`src/logic/cache_geom_pkg.sv`:
```
/*
 * Cache geometry
 * Sizes of the 4-way, 16-set cache with 4-word lines of 32 bits, and the
 * index, tag, way and data types built on them.
 */
`default_nettype none

package cache_geom_pkg;

    localparam int unsigned WAYS          = 4;
    localparam int unsigned SETS          = 16;
    localparam int unsigned LINE_WORDS    = 4;
    localparam int unsigned WORD_BITS     = 32;
    localparam int unsigned TAG_BITS      = 8;
    localparam int unsigned SET_BITS      = $clog2(SETS);
    localparam int unsigned WORD_IDX_BITS = $clog2(LINE_WORDS);
    localparam int unsigned BE_BITS       = WORD_BITS / 8;
    localparam int unsigned DATA_DEPTH    = SETS * LINE_WORDS;
    localparam int unsigned PLRU_BITS     = WAYS - 1;
    localparam int unsigned NLINE_BITS    = TAG_BITS + SET_BITS;

    typedef logic [SET_BITS-1:0]           set_t;
    typedef logic [TAG_BITS-1:0]           tag_t;
    typedef logic [WORD_IDX_BITS-1:0]      word_idx_t;
    typedef logic [WAYS-1:0]               way_vec_t;
    typedef logic [WORD_BITS-1:0]          data_word_t;
    typedef logic [BE_BITS-1:0]            be_t;
    typedef logic [$clog2(DATA_DEPTH)-1:0] data_addr_t;

    // Line number split, tag in the upper bits
    typedef struct packed {
        tag_t tag;
        set_t set_idx;
    } nline_fields_t;

    typedef union packed {
        logic [NLINE_BITS-1:0] raw;
        nline_fields_t         part;
    } nline_u;

endpackage

`default_nettype wire

```
`src/logic/plru_victim.sv`:
```
/*
 * Tree pseudo-LRU and victim select
 * Three tree bits per set, updated on hits and refills. The victim is the
 * lowest invalid way, or the way the tree points at when the set is full.
 */
`timescale 1ns/10ps
`default_nettype none

module plru_victim import cache_geom_pkg::*; (
    input  logic     clk_i,
    input  logic     rst_ni,
    input  logic     updt_i,
    input  set_t     updt_set_i,
    input  way_vec_t updt_way_i,
    input  logic     repl_i,
    input  set_t     repl_set_i,
    input  way_vec_t repl_way_i,
    input  way_vec_t valid_i,
    output way_vec_t victim_way_o
);

    // Bit 0 root, bit 1 node of ways 0/1, bit 2 node of ways 2/3
    logic [PLRU_BITS-1:0] plru_q [SETS];
    logic [PLRU_BITS-1:0] victim_tree;
    logic                 found;

    // Point the tree away from the accessed way
    function automatic logic [PLRU_BITS-1:0] plru_touch(
        input logic [PLRU_BITS-1:0] tree,
        input way_vec_t             way
    );
        logic [PLRU_BITS-1:0] next;
        next = tree;
        if (way[0] | way[1]) begin
            next[0] = 1'b1;
            next[1] = way[0];
        end else if (way[2] | way[3]) begin
            next[0] = 1'b0;
            next[2] = way[2];
        end
        return next;
    endfunction

    always_ff @(posedge clk_i or negedge rst_ni) begin
        if (!rst_ni) begin
            for (int s = 0; s < SETS; s++) begin
                plru_q[s] <= '0;
            end
        end else begin
            if (updt_i) begin
                plru_q[updt_set_i] <= plru_touch(plru_q[updt_set_i], updt_way_i);
            end
            // Refill wins when both touch the same set
            if (repl_i) begin
                plru_q[repl_set_i] <= plru_touch(plru_q[repl_set_i], repl_way_i);
            end
        end
    end

    assign victim_tree = plru_q[updt_set_i];

    always_comb begin
        victim_way_o = '0;
        found        = 1'b0;
        for (int i = 0; i < WAYS; i++) begin
            if (!valid_i[i] && !found) begin
                victim_way_o[i] = 1'b1;
                found           = 1'b1;
            end
        end
        if (!found) begin
            if (!victim_tree[0]) begin
                victim_way_o[{1'b0, victim_tree[1]}] = 1'b1;
            end else begin
                victim_way_o[{1'b1, victim_tree[2]}] = 1'b1;
            end
        end
    end

    victim_onehot_a: assert property (@(posedge clk_i) disable iff (!rst_ni)
        $onehot(victim_way_o))
        else $error("plru_victim: victim way is not one-hot");

endmodule

`default_nettype wire

```
`config.mk`:
```
export PLATFORM = sky130hd
export DESIGN_NAME = plru_victim
export DESIGN_NICKNAME = d
export VERILOG_FILES = /design/src/logic/cache_geom_pkg.sv /design/src/logic/plru_victim.sv
export SDC_FILE = /design/constraint.sdc
export NUM_CORES = 1
export LEC_CHECK = 0
export BUFFER_PORTS_ARGS = -buffer_cell sky130_fd_sc_hd__buf_2
export CORE_MARGIN = 1.5
export CORE_UTILIZATION = 55
export CTS_CLUSTER_SIZE = 8
export DETAILED_ROUTE_END_ITERATION = 7
export PLACE_DENSITY_LB_ADDON = 0.05
export REMOVE_ABC_BUFFERS = 1
export SLEW_MARGIN = 15
export SYNTH_ARGS = -nofsm -noshare
export SYNTH_HDL_FRONTEND = slang
export SYNTH_SLANG_ARGS = --single-unit
```
`constraint.sdc`:
```
create_clock -name clk_i -period 3.3 [get_ports clk_i]
set_input_delay 0.495 -clock clk_i [delete_from_list [all_inputs] [get_ports clk_i]]
set_output_delay 0.495 -clock clk_i [all_outputs]
set_load 0.05 [all_outputs]
```
==> flow_summary.toml, run 1 <==
[power]
seq_power_share_pct = 47.0
leakagePower_nw = 1.504
clkPwrFrac_pct = 19.0
power.density_mw_per_mm2 = 529.0
p_int_mw = 1.248
power.switching_uw = 757.4
swShare_pct = 37.77
peakVddDrop_mv = 0.3177
power_frac_comb_pct = 34.0

[synthesis]
ys_types = 52
syn-cell-area_mm2 = 0.003523
ys.flop_type = "dfrtp_1"
synth_fa_ha_area_share_pct = 0
synth_seq_cells = 48
synthTopCellsByArea = "dfrtp_1 34%, o22ai_1 7.3%, o21ai_0 6.8%, nor2_1 5.5%, mux4_2 5.1%"
synth_seq_area_share_pct = 34.09
synth-xor-area-share_pct = 0
syn_area_per_cell_um2 = 9.081
syn_inst = 388
async_reset_ff_share_pct = 100.0
synth_top_area_share_pct = 34.09
synth-warning-count = 0
synth-edff-count = 0
muxShareOfSynthArea_pct = 17.37
synth-compound-area-share_pct = 25.36
synth_top_family_by_area = "compound AO/OA/AOI/OAI gates"
yosys.area.top_type = "dfrtp_1"
yosys.area_share.simple_pct = 19.78

[routing]
wl_per_cell_um = 23.25
wirelength_mm = 11.25
viasPerCell = 6.996
vias = 3386
drtPass1Iterations = 7
drc = 0
antenna_left = 0
dr.first_iter.drc_count = 459

[clock_tree]
hold_buffers = 0
cts.path.max_buffers = 2
clk_pin_slew_ns = 0.08
clock_tree.root_cell = "clkbuf_8"
worstSkewPairLatency_ns = 0.31
cts_resized = 0
cts.sinks = 48
postCtsSetupBuffers = 0
numCtsBuffers = 5
htree_levels = 2
cts_tree = "yes"

[floorplanning]
die_width_um = 83.04
die_area_mm2 = 0.006896
start_util_pct = 58.13
num_rows = 28
coreArea_mm2 = 0.006061
ios = 28
fp.dieH_um = 83.04

[sta]
setup_viol = 0
setup_tns_ns = 0
clock-skew-final_ns = 0.008874
hold_viol = 0
fin_crit_sh_pct = 88.78
rsz0062_at_grt = "false"
period_minus_slack_ns = 2.930
clock.fmax_mhz = 341.3
slew_violations = 0
tightest_slew_ns = 0.7683
slew-limit-headroom_pct = 48.78

[worst_setup_path]
cp_max_fo = 17
required_ns = 2.80
critPathCaptureType = "output pin"
setup.worst_path.class = "input port to output pin"
cp-start-kind = "input port"
worstPathArrival_ns = 2.43

[cells_and_area]
final_net_count = 433
regMostFlops = "plru_q"
area_growth_pct = 7.600
final_layout_size_suffix_gt1_share_pct = 16.87
instances_no_fill = 484
diodes = 0
largest_register_ffs = 48
reg_top3 = "plru_q x48"
fin_util_pct = 62.55

[global_routing]
busiest_layer = "met2"
grt_util_met2_pct = 51.37
grt_pass1_vias = 3151
groute.usage.overall_pct = 32.77
grt_max_degree = 49
antenna_found_initial = 0
grt_pass1_wl_mm = 17.46
grtUsageMet1_pct = 46.67
overflow = 0
use_met3_pct = 4.871

[run_status]
status = "completed"

[placed_design]
globalplace.congestion = 0.9873
dp_cells = 477
portBuffers = 27
dp_hpwl_mm = 8.272

[min_path]
hold_class = "input port to asynchronous set/reset pin"

[job]
cap_violations = 0
-- cell type report --
cell class              instances  area [um2]
multi-input cells             317        2202
clock buffers                   7       96.34
repair buffers                 33       182.7
flip-flops and latches         48        1201
well taps                      75       93.84
inverters                       4       15.01
fillers                       528        2270
-- worst paths after layout --
kind / from / endpoint / slack, ns / depth (start not counted)
max: updt_set_i[1] / victim_way_o[0] / 0.37 / 7
min: rst_ni / plru_q[32]$_DFF_PN0_ / 0.19 / 1
max reg2reg: plru_q[29]$_DFF_PN0_ / plru_q[29]$_DFF_PN0_ / 1.11 / 6
min reg2reg: plru_q[44]$_DFF_PN0_ / plru_q[44]$_DFF_PN0_ / 0.61 / 2
max in group asynchronous: rst_ni / plru_q[15]$_DFF_PN0_ / 2.71 / 1
min in group clk_i: plru_q[44]$_DFF_PN0_ / plru_q[44]$_DFF_PN0_ / 0.61 / 2
-- layer usage --
metal,wire (um),vias up
met4,414,0
met2,4943,224
met5,0,-
met3,1166,44
met1,4727,1583
li1,-,1535
-- layout by cell type, fill, tap and decap left out, types with 2 or more instances in the layout --
master and n:
mux4_1 5, a211oi_1 2, nor3_1 12, a2111oi_0 2
mux4_2 8, o21ai_0 48, o22ai_1 41, a22o_1 2
buf_4 7, nor2_1 52, mux2_2 3, and3_1 11
buf_2 26, mux2_1 9, o31ai_1 3, mux2i_1 15
a22oi_1 3, nor4_1 4, nand2b_1 4, inv_1 3
a21oi_1 4, o22ai_2 10, nand2_1 37, nor2b_1 8
dfrtp_1 48, clkbuf_8 7, nand3_1 11, nor3b_1 2
-- power groups by stage --
stage | clock, mW | combinational [mW] | sequential, mW
after floorplan | 0 | 0.489 | 0.830
after global placement | 0 | 0.654 | 0.934
after detailed placement | 0 | 0.669 | 0.930
after CTS | 0.381 | 0.672 | 0.921
after global routing | 0.399 | 0.738 | 0.944
final | 0.381 | 0.683 | 0.942
-- logic make-up (layout without fill, tap and decap cells) --
family | after synthesis | after routing
AOI/OAI and AO/OA | 127 | 127
muxes | 41 | 41
and+or+nand+nor | 149 | 149
DFF | 48 | 48
buffers and inverters | 23 | 44
-- per-stage QoR --
| stage | power [mW] | setup slack (ns) | hold WS (ns) | instance area [um2] |
|---|---|---|---|---|
| final | 2.006 | 0.3704 | 0.1863 | 3791 |
| after CTS | 1.975 | 0.3911 | 0.3982 | 3789 |
| after global placement | 1.588 | 0.4388 | 0.5832 | 3692 |
| after floorplan | 1.319 | 0.2324 | 0.1994 | 3418 |
| after detailed placement | 1.599 | 0.4121 | 0.5879 | 3692 |
| after global routing | 2.080 | 0.2764 | 0.2413 | 3791 |
-- critical path, stage by stage --
cell,delay [ns]
buf_2,0.33
mux4_2,0.60
mux2i_1,0.16
mux2_2,0.21
nand3_1,0.08
o31ai_1,0.23
buf_2,0.31
-- Yosys cell counts (8+ instances only) --
library cell  instances
o22ai_1              41
nor2b_1               8
mux2i_1              15
mux2_1                9
nand3_1              11
o22ai_2              10
nor3_1               12
o21ai_0              48
nand2_1              37
nor2_1               52
dfrtp_1              48
buf_2                 9
mux4_2                8
and3_1               11
Note: power is estimated with default switching activity, not from simulation.
==> run 2, diff against run 1 <==
==> constraint.sdc (replaced) <==
create_clock -name clk_i -period 3.3 [get_ports clk_i]
set_input_delay 0.66 -clock clk_i [delete_from_list [all_inputs] [get_ports clk_i]]
set_output_delay 0.66 -clock clk_i [all_outputs]
set_load 0.05 [all_outputs]
==> flow_summary.toml, run 2 (synthesis gave the netlist of run 1 again) <==
[cells_and_area]
seq_area_mm2 = 0.001201
final_cell_mix = "52 x nor2_1, 48 x o21ai_0, 48 x dfrtp_1"
multiInputGateArea_mm2 = 0.002202
final_net_count = 440
area_growth_pct = 10.01
largest_register_ffs = 48
reg_top3 = "plru_q x48"
instances_no_fill = 492
diodes = 0
final_layout_size_suffix_gt1_share_pct = 18.47
regMostFlops = "plru_q"
fin_util_pct = 63.96
layout_commonest_cell = "nor2_1"
fill_cells = 488

[floorplanning]
ios = 28
fp.dieH_um = 83.04
start_util_pct = 58.13
die_area_mm2 = 0.006896
num_rows = 28
die_width_um = 83.04
coreArea_mm2 = 0.006061

[min_path]
hold_class = "input port to asynchronous set/reset pin"

[sta]
clock-skew-final_ns = 0.007914
period_minus_slack_ns = 3.203
tightest_slew_ns = 0.7723
fin_crit_sh_pct = 97.05
setup_tns_ns = 0
setup_viol = 0
clock.fmax_mhz = 312.2
hold_viol = 0
rsz0062_at_grt = "false"
slew-limit-headroom_pct = 48.29
slew_violations = 0

[clock_tree]
htree_levels = 2
clk_pin_slew_ns = 0.09
clock_tree.root_cell = "clkbuf_8"
numCtsBuffers = 5
worstSkewPairLatency_ns = 0.30
cts.sinks = 48
cts_tree = "yes"
cts.path.max_buffers = 2

[worst_setup_path]
worstPathArrival_ns = 2.54
critPathCaptureType = "output pin"
setup.worst_path.class = "input port to output pin"
cp_max_fo = 23
required_ns = 2.64
cp-start-kind = "input port"

[routing]
wirelength_mm = 11.41
drc = 0
vias = 3475
wl_per_cell_um = 23.19
drtPass1Iterations = 8
dr.first_iter.drc_count = 450
antenna_left = 0
viasPerCell = 7.063

[power]
peakVddDrop_mv = 0.3053
clkPwrFrac_pct = 22.0
seq_power_share_pct = 45.1
leakagePower_nw = 1.553
swShare_pct = 36.33
power_frac_comb_pct = 32.9
power.density_mw_per_mm2 = 541.3
p_total_mw = 2.098
power.switching_uw = 762.3
p_int_mw = 1.336

[placed_design]
globalplace.congestion = 0.9851
portBuffers = 27
dp_hpwl_mm = 8.497
dp_cells = 484

[global_routing]
grt_pass1_wl_mm = 18.23
groute.usage.overall_pct = 33.79
grt_pass1_vias = 3475
overflow = 0
grt_max_degree = 49
antenna_found_initial = 0

[run_status]
status = "completed"

[job]
cap_violations = 0
## run 2: changes by cell type in the layout (fill, tap and decap cells not counted), sizes merged
cell and delta:
buf +6, bufinv +1, clkbuf +1
## run 2: path summary, 6_finish.rpt
path,slack (ns),endpoint,startpoint,depth (start not counted)
worst max-delay path,0.1,victim_way_o[3],updt_set_i[3],7
worst min-delay path,0.36,plru_q[31]$_DFF_PN0_,rst_ni,1
worst max register to register,1.09,plru_q[47]$_DFF_PN0_,plru_q[29]$_DFF_PN0_,6
worst min register to register,0.63,plru_q[17]$_DFF_PN0_,plru_q[17]$_DFF_PN0_,2
max in group asynchronous,2.52,plru_q[16]$_DFF_PN0_,rst_ni,1
min in group clk_i,0.63,plru_q[17]$_DFF_PN0_,plru_q[17]$_DFF_PN0_,2
## run 2: final cells by class
class	instances	share of cell area, %
clock buffer	7	2.485
clock inverter	1	0.7747
inverter	4	0.3873
multi-input combinational	317	56.81
sequential	48	30.99
tap	75	2.421
timing repair buffer	40	6.133
## run 2: metal layers
layer | part of all wire (%) | track usage [%]
met1 | 41 | 45.64
met4 | 4.2 | 14.39
met5 | 0 | 0
met2 | 44 | 52.62
met3 | 11 | 7.256
## run 2: repair_timing
action                     4_1_cts  5_1_grt
gates resized for setup          0        1
buffers inserted                 0        0
hold buffers                     0        0
setup endpoints to repair        0        1
## run 2: per-stage QoR
stage                     hold slack [ns]  setup slack (ns)  area, um2
final                              0.3604           0.09728       3876
after global routing               0.4175          0.009455       3876
after CTS                          0.5757            0.1195       3871
after detailed placement           0.6003            0.1332       3745
after global placement             0.5857            0.1542       3745
after floorplan                    0.3644          -0.09756       3418
## run 2: worst max-delay path, stage by stage
cell,delay [ns]
buf_2,0.43
mux2i_1,0.15
a22o_1,0.31
or2_1,0.25
a211o_1,0.29
a21oi_1,0.15
buf_2,0.28
## run 2: power by group through the flow
| stage | Sequential [mW] | Clock, mW | Combinational (mW) |
|---|---|---|---|
| after CTS | 0.926 | 0.472 | 0.680 |
| final | 0.947 | 0.461 | 0.691 |
| after detailed placement | 0.935 | 0 | 0.677 |
| after global routing | 0.949 | 0.491 | 0.752 |
| after floorplan | 0.830 | 0 | 0.489 |
| after global placement | 0.936 | 0 | 0.660 |
==> run 3, diff against run 2 <==
- BUFFER_PORTS_ARGS: -buffer_cell sky130_fd_sc_hd__buf_2 -> not set
- DONT_BUFFER_PORTS: not set -> 1
==> flow_summary.toml, run 3 (synthesis gave the netlist of run 1 again) <==
[run_status]
status = "completed"

[sta]
period_minus_slack_ns = 2.868
hold_viol = 0
slew-limit-headroom_pct = 41.94
slew_violations = 0
tightest_slew_ns = 0.8671
layout_setup_ws_ns = 0.4318
clock.fmax_mhz = 348.7
fin_crit_sh_pct = 86.91
clock-skew-final_ns = 0.008337
setup_viol = 0
rsz0062_at_grt = "false"

[cells_and_area]
final_layout_size_suffix_gt1_share_pct = 11.98
diodes = 0
multiInputGateArea_mm2 = 0.002215
fill_cells = 535
seq_area_mm2 = 0.001201
fin_util_pct = 60.65
final_net_count = 408
area_growth_pct = 4.333
reg_top3 = "plru_q x48"
final_cell_mix = "52 x nor2_1, 48 x o21ai_0, 48 x dfrtp_1"
instances_no_fill = 459
largest_register_ffs = 48
layout_commonest_cell = "nor2_1"
regMostFlops = "plru_q"

[worst_setup_path]
slowest_stage = "mux4_2"
required_ns = 2.64
critPathCaptureType = "output pin"
crit_path_cell_trace = "mux4_2, mux2i_1, mux2_2, and3_1, a31o_1"
r2r_setup_slack_ns = 1.10
cp_max_fo = 4
cpPeakStageDelay_ns = 0.49
cp-start-kind = "flop"
worstPathArrival_ns = 2.21
setup.worst_path.class = "flop to output pin"

[clock_tree]
numCtsBuffers = 5
cts_tree = "yes"
postCtsSetupBuffers = 0
clk_pin_slew_ns = 0.09
cts_resized = 0
hold_buffers = 0
cts.sinks = 48
clock_tree.root_cell = "clkbuf_8"
worstSkewPairLatency_ns = 0.30
htree_levels = 2
cts.path.max_buffers = 2

[routing]
vias = 3256
antenna_left = 0
wl_per_cell_um = 24.07
wirelength_mm = 11.05
drtPass1Iterations = 5
viasPerCell = 7.094
drc = 0
dr.first_iter.drc_count = 430

[global_routing]
grtUsageMet1_pct = 46.62
busiest_layer = "met2"
use_met3_pct = 4.473
groute.usage.overall_pct = 31.46
grt_pass1_wl_mm = 16.79
overflow = 0
grt_max_degree = 49
grt_pass1_vias = 2923
antenna_found_initial = 0
grt_util_met2_pct = 49.52

[floorplanning]
die_area_mm2 = 0.006896
num_rows = 28
start_util_pct = 58.13
ios = 28
coreArea_mm2 = 0.006061
die_width_um = 83.04
fp.dieH_um = 83.04

[power]
peakVddDrop_mv = 0.3065
power.switching_uw = 689.6
swShare_pct = 36.10
power_frac_comb_pct = 32.4
leakagePower_nw = 1.404
seq_power_share_pct = 48.6
p_int_mw = 1.221
power.density_mw_per_mm2 = 519.7
clkPwrFrac_pct = 19.1

[placed_design]
dp_cells = 452
pre_cts_ws_ns = 0.5016
portBuffers = 0
dp_hpwl_mm = 8.173
globalplace.congestion = 0.9840

[min_path]
hold_class = "input port to asynchronous set/reset pin"

[job]
cap_violations = 0
run 3: area by class of cell:
type,instances,area share (%)
multi-input combinational,317,60.24
inverter,4,0.4084
clock inverter,1,0.2383
tap,75,2.553
timing repair buffer,8,1.634
sequential,48,32.68
clock buffer,6,2.246
run 3: per-layer routing:
metal | share of wire (%) | routed length [um] | vias to the layer above
li1 | - | - | 1476
met1 | 44 | 4811 | 1567
met2 | 46 | 5068 | 194
met3 | 9.1 | 1004 | 19
met4 | 1.5 | 161 | 0
met5 | 0 | 0 | -
run 3: metrics by stage:
step                      TNS [ns]  total power [mW]  hold WS (ns)  cell area, um2
after floorplan            -0.1429             1.319        0.3644            3418
after global placement           0             1.533        0.3654            3585
after detailed placement         0             1.539        0.3654            3585
after CTS                        0             1.901       0.03809            3676
after global routing             0             1.988       0.02517            3676
final                            0             1.911       0.03833            3676
run 3: worst max-delay path, delay by kind of cell, from the launching register on:
kind	cells	cell delay [ns]
compound gates	1	0.46
flops	1	0.43
mux	3	0.84
simple gates	1	0.17
run 3: worst paths after layout:
| kind | from | end | cells past startpoint |
|---|---|---|---|
| hold reg to reg | plru_q[47]$_DFF_PN0_ | plru_q[47]$_DFF_PN0_ | 2 |
| hold / removal | rst_ni | plru_q[32]$_DFF_PN0_ | 0 |
| max in group asynchronous | rst_ni | plru_q[3]$_DFF_PN0_ | 0 |
| setup reg to reg | plru_q[27]$_DFF_PN0_ | plru_q[3]$_DFF_PN0_ | 5 |
| min in group clk_i | plru_q[47]$_DFF_PN0_ | plru_q[47]$_DFF_PN0_ | 2 |
| setup / recovery | plru_q[18]$_DFF_PN0_ | victim_way_o[1] | 5 |
run 3: power by group through the flow:
stage,Combinational [mW],Sequential [mW],Clock [mW]
2_1_floorplan,0.489,0.830,0
3_3_place_gp,0.606,0.926,0
3_5_place_dp,0.614,0.925,0
4_1_cts,0.615,0.915,0.370
5_1_grt,0.665,0.933,0.390
6_report,0.619,0.928,0.364
