===== src/logic/cache_geom_pkg.sv =====
/*
 * Cache geometry
 * Sizes of the 4-way, 16-set cache with 4-word lines of 32 bits, and the
 * index, tag, way and data types built on them.
 */
`default_nettype none

package cache_geom_pkg;

    localparam int unsigned WAYS          = 4;
    localparam int unsigned SETS          = 16;
    localparam int unsigned LINE_WORDS    = 4;
    localparam int unsigned WORD_BITS     = 32;
    localparam int unsigned TAG_BITS      = 8;
    localparam int unsigned SET_BITS      = $clog2(SETS);
    localparam int unsigned WORD_IDX_BITS = $clog2(LINE_WORDS);
    localparam int unsigned BE_BITS       = WORD_BITS / 8;
    localparam int unsigned DATA_DEPTH    = SETS * LINE_WORDS;
    localparam int unsigned PLRU_BITS     = WAYS - 1;
    localparam int unsigned NLINE_BITS    = TAG_BITS + SET_BITS;

    typedef logic [SET_BITS-1:0]           set_t;
    typedef logic [TAG_BITS-1:0]           tag_t;
    typedef logic [WORD_IDX_BITS-1:0]      word_idx_t;
    typedef logic [WAYS-1:0]               way_vec_t;
    typedef logic [WORD_BITS-1:0]          data_word_t;
    typedef logic [BE_BITS-1:0]            be_t;
    typedef logic [$clog2(DATA_DEPTH)-1:0] data_addr_t;

    // Line number split, tag in the upper bits
    typedef struct packed {
        tag_t tag;
        set_t set_idx;
    } nline_fields_t;

    typedef union packed {
        logic [NLINE_BITS-1:0] raw;
        nline_fields_t         part;
    } nline_u;

endpackage

`default_nettype wire


===== src/logic/cache_dir_pkg.sv =====
/*
 * Cache directory definitions
 * Layout of one directory entry and the operations the directory serves.
 */
`default_nettype none

package cache_dir_pkg;

    import cache_geom_pkg::*;

    typedef struct packed {
        logic valid;
        tag_t tag;
    } dir_entry_t;

    localparam int unsigned DIR_BITS = $bits(dir_entry_t);

    // One operation per cycle, in priority order below init
    typedef enum logic [2:0] {
        DIR_IDLE,
        DIR_INIT,
        DIR_MATCH,
        DIR_REFILL,
        DIR_INVAL_CHECK,
        DIR_INVAL_WRITE
    } dir_op_e;

endpackage

`default_nettype wire


===== src/logic/sp_ram.sv =====
/*
 * Single-port synchronous RAM
 * Byte-enabled write, registered read. The read port keeps its last
 * value while the RAM is not read.
 */
`timescale 1ns/10ps
`default_nettype none

module sp_ram #(
    parameter int unsigned WIDTH = 32,
    parameter int unsigned DEPTH = 64
) (
    input  logic                     clk_i,
    input  logic                     cs_i,
    input  logic                     we_i,
    input  logic [$clog2(DEPTH)-1:0] addr_i,
    input  logic [WIDTH-1:0]         wdata_i,
    input  logic [(WIDTH+7)/8-1:0]   be_i,
    output logic [WIDTH-1:0]         rdata_o
);

    logic [WIDTH-1:0] mem_q [DEPTH];

    always_ff @(posedge clk_i) begin
        if (cs_i) begin
            if (we_i) begin
                // Last byte lane may be partial when WIDTH is not a multiple of 8
                for (int i = 0; i < WIDTH; i++) begin
                    if (be_i[i / 8]) begin
                        mem_q[addr_i][i] <= wdata_i[i];
                    end
                end
            end else begin
                rdata_o <= mem_q[addr_i];
            end
        end
    end

endmodule

`default_nettype wire


===== src/logic/dir_ctrl.sv =====
/*
 * Cache directory controller
 * Clears the directory after reset, then serves tag lookups, refills and
 * two-step invalidations on one RAM per way. Hits are computed from the
 * registered RAM outputs one cycle after the read.
 */
`timescale 1ns/10ps
`default_nettype none

module dir_ctrl import cache_geom_pkg::*, cache_dir_pkg::*; (
    input  logic     clk_i,
    input  logic     rst_ni,
    output logic     ready_o,
    input  logic     match_i,
    input  set_t     match_set_i,
    input  tag_t     match_tag_i,
    input  logic     refill_i,
    input  set_t     refill_set_i,
    input  way_vec_t refill_way_i,
    input  tag_t     refill_tag_i,
    input  logic     inval_check_i,
    input  logic     inval_write_i,
    input  nline_u   inval_nline_i,
    output way_vec_t hit_way_o,
    output logic     inval_hit_o,
    output set_t     lookup_set_o,
    output way_vec_t valid_o
);

    logic                  init_done_q;
    set_t                  init_set_q;
    dir_op_e               op;
    way_vec_t              dir_cs;
    way_vec_t              dir_we;
    set_t                  dir_addr;
    dir_entry_t            dir_wentry;
    dir_entry_t [WAYS-1:0] dir_rentry;
    way_vec_t              tag_hit;
    way_vec_t              inval_way;
    logic                  rd_match_q;
    logic                  rd_inval_q;
    set_t                  lookup_set_q;
    tag_t                  lookup_tag_q;

    // Init walks every set once, writing invalid entries
    always_ff @(posedge clk_i or negedge rst_ni) begin
        if (!rst_ni) begin
            init_done_q <= 1'b0;
            init_set_q  <= '0;
        end else if (!init_done_q) begin
            init_done_q <= (init_set_q == set_t'(SETS - 1));
            init_set_q  <= init_set_q + 1'b1;
        end
    end

    assign ready_o = init_done_q;

    always_comb begin
        if (!init_done_q)       op = DIR_INIT;
        else if (match_i)       op = DIR_MATCH;
        else if (refill_i)      op = DIR_REFILL;
        else if (inval_check_i) op = DIR_INVAL_CHECK;
        else if (inval_write_i) op = DIR_INVAL_WRITE;
        else                    op = DIR_IDLE;
    end

    always_comb begin
        dir_cs     = '0;
        dir_we     = '0;
        dir_addr   = lookup_set_q;
        dir_wentry = '0;
        case (op)
            DIR_INIT: begin
                dir_cs   = '1;
                dir_we   = '1;
                dir_addr = init_set_q;
            end
            DIR_MATCH: begin
                dir_cs   = '1;
                dir_addr = match_set_i;
            end
            DIR_REFILL: begin
                dir_cs           = refill_way_i;
                dir_we           = refill_way_i;
                dir_addr         = refill_set_i;
                dir_wentry.valid = 1'b1;
                dir_wentry.tag   = refill_tag_i;
            end
            DIR_INVAL_CHECK: begin
                dir_cs   = '1;
                dir_addr = inval_nline_i.part.set_idx;
            end
            DIR_INVAL_WRITE: begin
                // Clear only the ways that hit at the check
                dir_cs   = inval_way;
                dir_we   = inval_way;
                dir_addr = inval_nline_i.part.set_idx;
            end
            default: ;
        endcase
    end

    for (genvar w = 0; w < WAYS; w++) begin : gen_dir_ram
        sp_ram #(
            .WIDTH (DIR_BITS),
            .DEPTH (SETS)
        ) dir_ram_i (
            .clk_i   (clk_i),
            .cs_i    (dir_cs[w]),
            .we_i    (dir_we[w]),
            .addr_i  (dir_addr),
            .wdata_i (dir_wentry),
            .be_i    ('1),
            .rdata_o (dir_rentry[w])
        );

        assign tag_hit[w] = dir_rentry[w].valid & (dir_rentry[w].tag == lookup_tag_q);
        assign valid_o[w] = (rd_match_q | rd_inval_q) & dir_rentry[w].valid;
    end

    // Kind of the last read, so each hit output answers its own request
    always_ff @(posedge clk_i or negedge rst_ni) begin
        if (!rst_ni) begin
            rd_match_q   <= 1'b0;
            rd_inval_q   <= 1'b0;
            lookup_set_q <= '0;
        end else if (op == DIR_MATCH || op == DIR_INVAL_CHECK) begin
            rd_match_q   <= (op == DIR_MATCH);
            rd_inval_q   <= (op == DIR_INVAL_CHECK);
            lookup_set_q <= dir_addr;
        end
    end

    always_ff @(posedge clk_i) begin
        if (op == DIR_MATCH) begin
            lookup_tag_q <= match_tag_i;
        end else if (op == DIR_INVAL_CHECK) begin
            lookup_tag_q <= inval_nline_i.part.tag;
        end
    end

    assign inval_way    = rd_inval_q ? tag_hit : '0;
    assign hit_way_o    = rd_match_q ? tag_hit : '0;
    assign inval_hit_o  = |inval_way;
    assign lookup_set_o = lookup_set_q;

    dir_onehot_a: assert property (@(posedge clk_i) disable iff (!rst_ni)
        $onehot0({match_i, refill_i, inval_check_i, inval_write_i}))
        else $error("dir_ctrl: concurrent directory requests");

    dir_ready_a: assert property (@(posedge clk_i) disable iff (!rst_ni)
        !ready_o |-> !(match_i | refill_i | inval_check_i | inval_write_i))
        else $error("dir_ctrl: directory request before ready");

    // Write must follow its check on the same line
    dir_inval_seq_a: assert property (@(posedge clk_i) disable iff (!rst_ni)
        inval_write_i |-> $past(inval_check_i) && (inval_nline_i.raw == $past(inval_nline_i.raw)))
        else $error("dir_ctrl: invalidation write without matching check");

endmodule

`default_nettype wire


===== config.mk =====
export PLATFORM = sky130hd
export DESIGN_NAME = dir_ctrl
export DESIGN_NICKNAME = d
export VERILOG_FILES = /design/src/logic/cache_geom_pkg.sv /design/src/logic/cache_dir_pkg.sv /design/src/logic/sp_ram.sv /design/src/logic/dir_ctrl.sv
export SDC_FILE = /design/constraint.sdc
export NUM_CORES = 1
export LEC_CHECK = 0
export BUFFER_PORTS_ARGS = -buffer_cell sky130_fd_sc_hd__buf_2
export CAP_MARGIN = 30
export CORE_MARGIN = 5
export CORE_UTILIZATION = 65
export DETAILED_ROUTE_END_ITERATION = 12
export PLACE_DENSITY_LB_ADDON = 0.25
export SYNTH_ARGS = -nofsm -noshare
export SYNTH_HDL_FRONTEND = slang
export SYNTH_SLANG_ARGS = --single-unit

===== constraint.sdc =====
create_clock -name clk_i -period 5.86 [get_ports clk_i]
set_input_delay 0 -clock clk_i [delete_from_list [all_inputs] [get_ports clk_i]]
set_output_delay 0 -clock clk_i [all_outputs]
set_load 0.01 [all_outputs]

==> results.json, run 1 <==
{
  "start_kind": "flip-flop",
  "skew_ns": 0.0210,
  "grt_overflow": 0,
  "grt_max_degree": 112,
  "grt_pass1_wl_um": 97400,
  "finalSetupTns_ns": 0,
  "cts_max_level": 2,
  "dp_hpwl_um": 38800,
  "critPathKind": "flip-flop to flip-flop",
  "crit_required_ns": 6.09,
  "syn_inst": 1689,
  "insertion_delay_ns": 0.62,
  "period_share_pct": 78.5,
  "startpoint": "ready_o",
  "synth_ff_type": "edfxtp_1",
  "routed_via_density": 6.96,
  "cts_tree": "yes",
  "grt_util_all_layers_pct": 29.0,
  "rsz0062_at_grt": "false",
  "synth_area_per_cell_um2": 15.6,
  "post_cts_buffers": 0,
  "vias": 16100,
  "ir_worst_vdd_mv": 0.262,
  "final_area_mm2": 0.0291,
  "drc": 0,
  "hold_violations": 0,
  "start_util_pct": 66.0,
  "max_slew_margin_pct": 34.5,
  "drt-initial-drc-count": 2207,
  "n_fill_cell": 2384,
  "yosys_warnings": 0,
  "drive_gt1_share_pct": 10.8,
  "synth.yosys.seq_area_share_pct": 71.6,
  "firstDrtPassIters": 6,
  "clock_path_buffers": 3,
  "antenna_found_initial": 3,
  "setup_viol": 0,
  "die_area_mm2": 0.0448,
  "synth.distinct_cells": 44,
  "synth_edf_count": 620,
  "tightest_slew_ns": 0.975,
  "wirelength_um": 65200,
  "hp-class": "primary input to flip-flop",
  "syn_area_mm2": 0.0264,
  "final_cell_mix": "edfxtp_1 (620), mux2i_1 (216), a221oi_1 (144), o21ai_0 (84), nor2b_1 (80)",
  "power_density_mw_per_mm2": 331,
  "dieWidth_um": 212,
  "cts_buffers": 60,
  "cp_max_fo": 40,
  "post_dp_cell_area_mm2": 0.0271,
  "drv_slew": 0,
  "period_needed_ns": 4.60,
  "avgRoutedWirePerCell_um": 28.3,
  "syn-num-nets": 1736,
  "power_mw": 9.64,
  "ioPinCount": 60,
  "worstHoldStart": "inval_nline_i[3]",
  "core_area_mm2": 0.0400,
  "postRouteAntennaNets": 0,
  "rows": 73,
  "arrival_ns": 4.83,
  "layout_commonest_cell": "edfxtp_1",
  "grt_pass1_vias": 15800,
  "cts-root-buf": "clkbuf_16",
  "max_cap_viol_count": 0,
  "clkTransAtPathRegs_ns": 0.06,
  "syn2layout_area_growth_pct": 10.3,
  "ys_ff_latch": 631,
  "leakage_nw": 9.72,
  "max_freq_mhz": 217,
  "finalNetCount": 1787,
  "cts_sinks": 631,
  "async_flop_share_pct": 1.74,
  "end_kind": "flip-flop",
  "r2r-start": "ready_o",
  "port_buffers": 59,
  "status": "finished, final reports clean",
  "gp_congestion": 0.866,
  "die_h_um": 212,
  "post-route-util_pct": 72.8
}
-- synth_stat cells (all sizes together) (2+ instances only) --
library cell  number  area [um^2]
nor2b             80          500
nand2b             2         12.5
o21ai             85          425
o22a               2         17.5
dfrtp             11          275
nor3               3         15.0
edfxtp           620        18600
mux2               9          101
a21o               4         30.0
nor2              69          259
nor3b              2         20.0
clkbuf            84          315
xor2               4         35.0
buf               41          318
nand3b             2         15.0
and2              13         81.3
nand2             22         82.6
or3               10         62.6
inv                6         22.5
mux2i            216         2160
and3              75          469
or4               36          270
nand3             12         60.1
xnor2             31          272
a221oi           145         1290
nand4              4         25.0
o21a               3         22.5
a31oi              2         12.5
a21oi             11         55.1
nor4               3         18.8
o22ai             75          469
-- metal layers --
metal / up-vias / global-route usage [%] / part of all wire (%)
met4: 2 / 11.0 / 4.3
met2: 1070 / 46.7 / 48
met5: - / 0 / 0.012
met1: 7918 / 39.6 / 36
li1: 6876 / - / -
met3: 195 / 6.14 / 11
-- logic make-up after synthesis --
| family | count (synthesis) | synth area share (%) |
|---|---|---|
| adders and majority gates | 1 | 0.0474 |
| and+or+nand+nor | 334 | 7.20 |
| DFF | 631 | 71.6 |
| xor gates and xnor gates | 35 | 1.16 |
| AOI/OAI and AO/OA | 332 | 8.98 |
| muxes | 225 | 8.57 |
| buffers and inverters | 131 | 2.48 |
-- stage by stage --
step           setup WS (ns)  hold WS, ns  std cells
2_1_floorplan           2.63       -0.296       1689
3_3_place_gp            1.45      -0.0986       2176
3_5_place_dp            1.38      -0.0898       2180
4_1_cts                 1.33      0.00167       2305
5_1_grt                 1.04       0.0830       2306
6_report                1.26       0.0256       2306
-- registers in the layout (all words and copies together) (netlist names) --
name,count
rd_inval_q,1
gen_dir_ram.dir_ram_i.rdata_o,36
init_set_q,4
lookup_set_o,4
lookup_tag_q,8
ready_o,1
rd_match_q,1
gen_dir_ram.dir_ram_i.mem_q,576
-- report_power, final --
group / switching, mW / internal, mW / total, mW
combinational: 0.559 / 0.341 / 0.900
clock: 1.57 / 2.07 / 3.64
sequential: 0.0622 / 5.04 / 5.10
total: 2.19 / 7.45 / 9.64
-- critical path, stage by stage (launching register included) --
cell	delay (ns)
dfrtp_1	0.36
buf_4	0.20
nor3b_2	0.23
nand2_2	0.65
a2bb2oi_4	0.50
buf_4	0.40
buf_4	0.44
and3_1	0.43
nand2_1	0.24
nor2_1	0.75
-- cell type report --
cell class	count	area, um^2	share of cell area (%)
repair buffers	114	841	2.89
clock inverters	22	203	0.696
flip-flops and latches	631	18900	64.9
multi-input cells	927	6920	23.7
diodes	1	2.50	0.00859
inverters	6	22.5	0.0773
well taps	525	657	2.25
clock buffers	80	1600	5.48
-- final timing paths --
kind | slack [ns] | endpoint | depth (start not counted)
max reg2reg | 1.26 | gen_dir_ram[1].dir_ram_i.mem_q[7][4] | 9
min reg2reg | 0.50 | init_set_q[0] | 1
max in group asynchronous | 4.98 | rd_match_q | 3
max | 1.26 | gen_dir_ram[1].dir_ram_i.mem_q[7][4] | 9
min in group asynchronous | 0.47 | init_set_q[3] | 3
min | 0.03 | lookup_set_o[3] | 4
-- repair_timing --
action,4_1_cts,5_1_grt
gates resized for setup,0,0
hold endpoints to repair,29,0
hold buffers,23,0
Note: power is estimated with default switching activity, not from simulation.
==> inputs of run 2 (changes only) <==
--- a/config.mk
+++ b/config.mk
@@ -5,10 +5,11 @@
 export SDC_FILE = /design/constraint.sdc
 export NUM_CORES = 1
 export LEC_CHECK = 0
+export ABC_AREA = 1
 export BUFFER_PORTS_ARGS = -buffer_cell sky130_fd_sc_hd__buf_2
 export CAP_MARGIN = 30
 export CORE_MARGIN = 5
-export CORE_UTILIZATION = 65
+export CORE_UTILIZATION = 57
 export DETAILED_ROUTE_END_ITERATION = 12
 export PLACE_DENSITY_LB_ADDON = 0.25
 export SYNTH_ARGS = -nofsm -noshare
==> constraint.sdc (replaced) <==
create_clock -name clk_i -period 4.15 [get_ports clk_i]
set_input_delay 0 -clock clk_i [delete_from_list [all_inputs] [get_ports clk_i]]
set_output_delay 0 -clock clk_i [all_outputs]
set_load 0.01 [all_outputs]
==> results.json, run 2 <==
{
  "status": "finished, final reports clean",
  "grt_pass1_wl_um": 110000,
  "dieWidth_um": 231,
  "skew_ns": 0.0237,
  "diodes": 0,
  "reg.largest.list": "gen_dir_ram.dir_ram_i.mem_q x576, gen_dir_ram.dir_ram_i.rdata_o x36, lookup_tag_q x8",
  "ir_worst_vdd_mv": 0.345,
  "synth_area_leader_cell": "edfxtp_1",
  "end_kind": "flip-flop",
  "cts_sinks": 631,
  "met1_usage_pct": 38.0,
  "final_cell_mix": "nand2_1 (1351), edfxtp_1 (620), nand3_1 (293), inv_1 (112), nor2_1 (92)",
  "cts_buffers": 61,
  "multiInputGateArea_mm2": 0.00760,
  "synth.mux.area_fraction_pct": 0,
  "synthAdderAreaFrac_pct": 0.0451,
  "hp-class": "primary input to flip-flop",
  "hold_violations": 0,
  "max_cap_viol_count": 0,
  "die_h_um": 231,
  "syn-num-nets": 2782,
  "gp_congestion": 0.942,
  "max_slew_margin_pct": 17.6,
  "leakage_nw": 13.0,
  "wirelength_um": 71200,
  "routed_via_density": 5.69,
  "grt_use_met2_pct": 41.3,
  "async_flop_share_pct": 1.74,
  "drv_slew": 0,
  "whs_path_depth": 6,
  "insertion_delay_ns": 0.64,
  "critPathKind": "flip-flop to flip-flop",
  "regMostFlops": "gen_dir_ram.dir_ram_i.mem_q",
  "period_needed_ns": 3.88,
  "yosys_warnings": 0,
  "final_cells": 3441,
  "firstDrtPassIters": 5,
  "post-route-util_pct": 64.1,
  "synth_top_cells_by_count": "nand2_1 (1351), edfxtp_1 (620), nand3_1 (293)",
  "r2r_cells": 11,
  "grt_pass1_vias": 19000,
  "tightest_slew_ns": 1.24,
  "seqCellArea_mm2": 0.0189,
  "dp_cells": 3302,
  "n_fill_cell": 3703,
  "cp_num_cells": 11,
  "syn_inst": 2735,
  "ys_ff_latch": 631,
  "use_met3_pct": 5.05,
  "synth_ff_type": "edfxtp_1",
  "post_cts_buffers": 0,
  "synth.yosys.seq_area_share_pct": 68.1,
  "syn_area_mm2": 0.0278,
  "path_cells": "nand3_2 -> inv_1 -> a22oi_2 -> dlygate4sd3_1 -> inv_2 -> nor3_4 -> inv_2 -> nor2_2 -> buf_4 -> nand2_1 -> nor2_1",
  "ioPinCount": 60,
  "grt_overflow": 0,
  "synth.most_common_cell": "nand2_1",
  "drc": 0,
  "cts_tree": "yes",
  "start_kind": "flip-flop",
  "rsz0062_at_grt": "false",
  "synth_area_per_cell_um2": 10.1,
  "drt-initial-drc-count": 2368,
  "synth.distinct_cells": 33,
  "avgRoutedWirePerCell_um": 20.7,
  "vias": 19600,
  "max_freq_mhz": 258,
  "clkTransAtPathRegs_ns": 0.07,
  "cts_max_level": 2,
  "synth_edf_count": 620,
  "rows": 80,
  "syn2layout_area_growth_pct": 10.7,
  "crit_family": "simple AND/OR/NAND/NOR gates",
  "cts-root-buf": "clkbuf_16",
  "largest_register_ffs": 576,
  "antenna_found_initial": 0,
  "top_usage_layer": "met2",
  "port_buffers": 59,
  "critPathMaxStageDelay_ns": 0.75,
  "setup_viol": 0,
  "cp_max_fo": 20,
  "crit_required_ns": 4.40,
  "dp_hpwl_um": 40900,
  "yosys.area.top_type_share_pct": 67.1,
  "grt_util_all_layers_pct": 26.5,
  "synthXorXnorAreaFrac_pct": 0.442,
  "start_util_pct": 57.9,
  "cp_slowest_cell": "nor2_1",
  "arrival_ns": 4.14,
  "finalNetCount": 2824,
  "period_share_pct": 93.6,
  "postRouteAntennaNets": 0,
  "finalSetupTns_ns": 0,
  "core_area_mm2": 0.0479,
  "path_common_cell": "inv_2",
  "synthSimpleGateAreaFrac_pct": 25.9,
  "synth-compound-area-share_pct": 0.667,
  "synth_area_leaders": "edfxtp_1 (67%), nand2_1 (18%), nand3_1 (5.3%), inv_1 (1.5%), nor2_1 (1.4%)",
  "drive_gt1_share_pct": 8.78,
  "grt_max_degree": 193,
  "power_density_mw_per_mm2": 466,
  "clock_path_buffers": 3,
  "crit_buf_inv": 5,
  "die_area_mm2": 0.0532,
  "layout_commonest_cell": "nand2_1",
  "synth_top_family_by_area": "simple AND/OR/NAND/NOR gates"
}
==> run 2: kinds of logic (layout without fill, tap and decap cells) <==
group | after synthesis | after routing
and+or+nand+nor | 1785 | 1785
AOI/OAI and AO/OA | 30 | 30
xor gates and xnor gates | 14 | 14
buffers and inverters | 274 | 365
adders and majority gates | 1 | 1
DFF | 631 | 631
==> run 2: worst register-to-register path: stages (launching register included) <==
cell	delay (ns)
dfrtp_1	0.55
nand3_2	0.18
inv_1	0.11
a22oi_2	0.12
dlygate4sd3_1	0.58
inv_2	0.05
nor3_4	0.33
inv_2	0.10
nor2_2	0.22
buf_4	0.31
nand2_1	0.20
nor2_1	0.75
==> run 2: metal layers <==
layer  vias up  wire, um  part of all wire, %
met2       956     32700                   46
met4         0      2350                  3.3
met5         -         0                    0
met3       141      6970                  9.8
met1      9372     29200                   41
li1       9099         -                    -
==> run 2: cell type report <==
class | count | area share [%]
multi-input combinational | 1830 | 24.7
timing repair buffer | 131 | 3.40
tap | 615 | 2.50
inverter | 122 | 1.50
clock inverter | 34 | 1.05
sequential | 631 | 61.5
clock buffer | 78 | 5.34
==> run 2: path summary, 6_finish.rpt <==
path                                                          to             from  slack (ns)
hold reg to reg                                    init_set_q[3]    init_set_q[3]        0.54
setup reg to reg            gen_dir_ram[1].dir_ram_i.mem_q[1][4]          ready_o        0.27
min in group asynchronous                        lookup_set_o[3]           rst_ni        0.42
max in group asynchronous                          init_set_q[0]           rst_ni        3.35
hold / removal             gen_dir_ram[0].dir_ram_i.mem_q[15][0]  refill_way_i[0]        0.04
setup / recovery            gen_dir_ram[1].dir_ram_i.mem_q[1][4]          ready_o        0.27
==> run 2: metrics by stage <==
stage | hold slack, ns | setup WS [ns] | area (um^2) | total power [mW]
floorplan | -0.296 | 1.32 | 27800 | 8.43
global placement | -0.118 | 0.570 | 28400 | 8.92
detailed placement | -0.111 | 0.442 | 28500 | 8.93
CTS | 0.00953 | 0.356 | 30700 | 14.3
global route | 0.103 | 0.0731 | 30700 | 14.8
finish | 0.0427 | 0.267 | 30700 | 14.3
==> run 2: repair_timing <==
action / 4_1_cts / 5_1_grt
hold endpoints to repair: 28 / 0
resized for setup: 0 / 0
hold buffers: 24 / 0
==> run 2: where the power goes <==
group          internal (mW)  switching [mW]  leakage [nW]
combinational          0.461            1.19          6.06
sequential              7.14          0.0796          5.96
clock                   3.05            2.40         0.945
total                   10.7            3.67          13.0
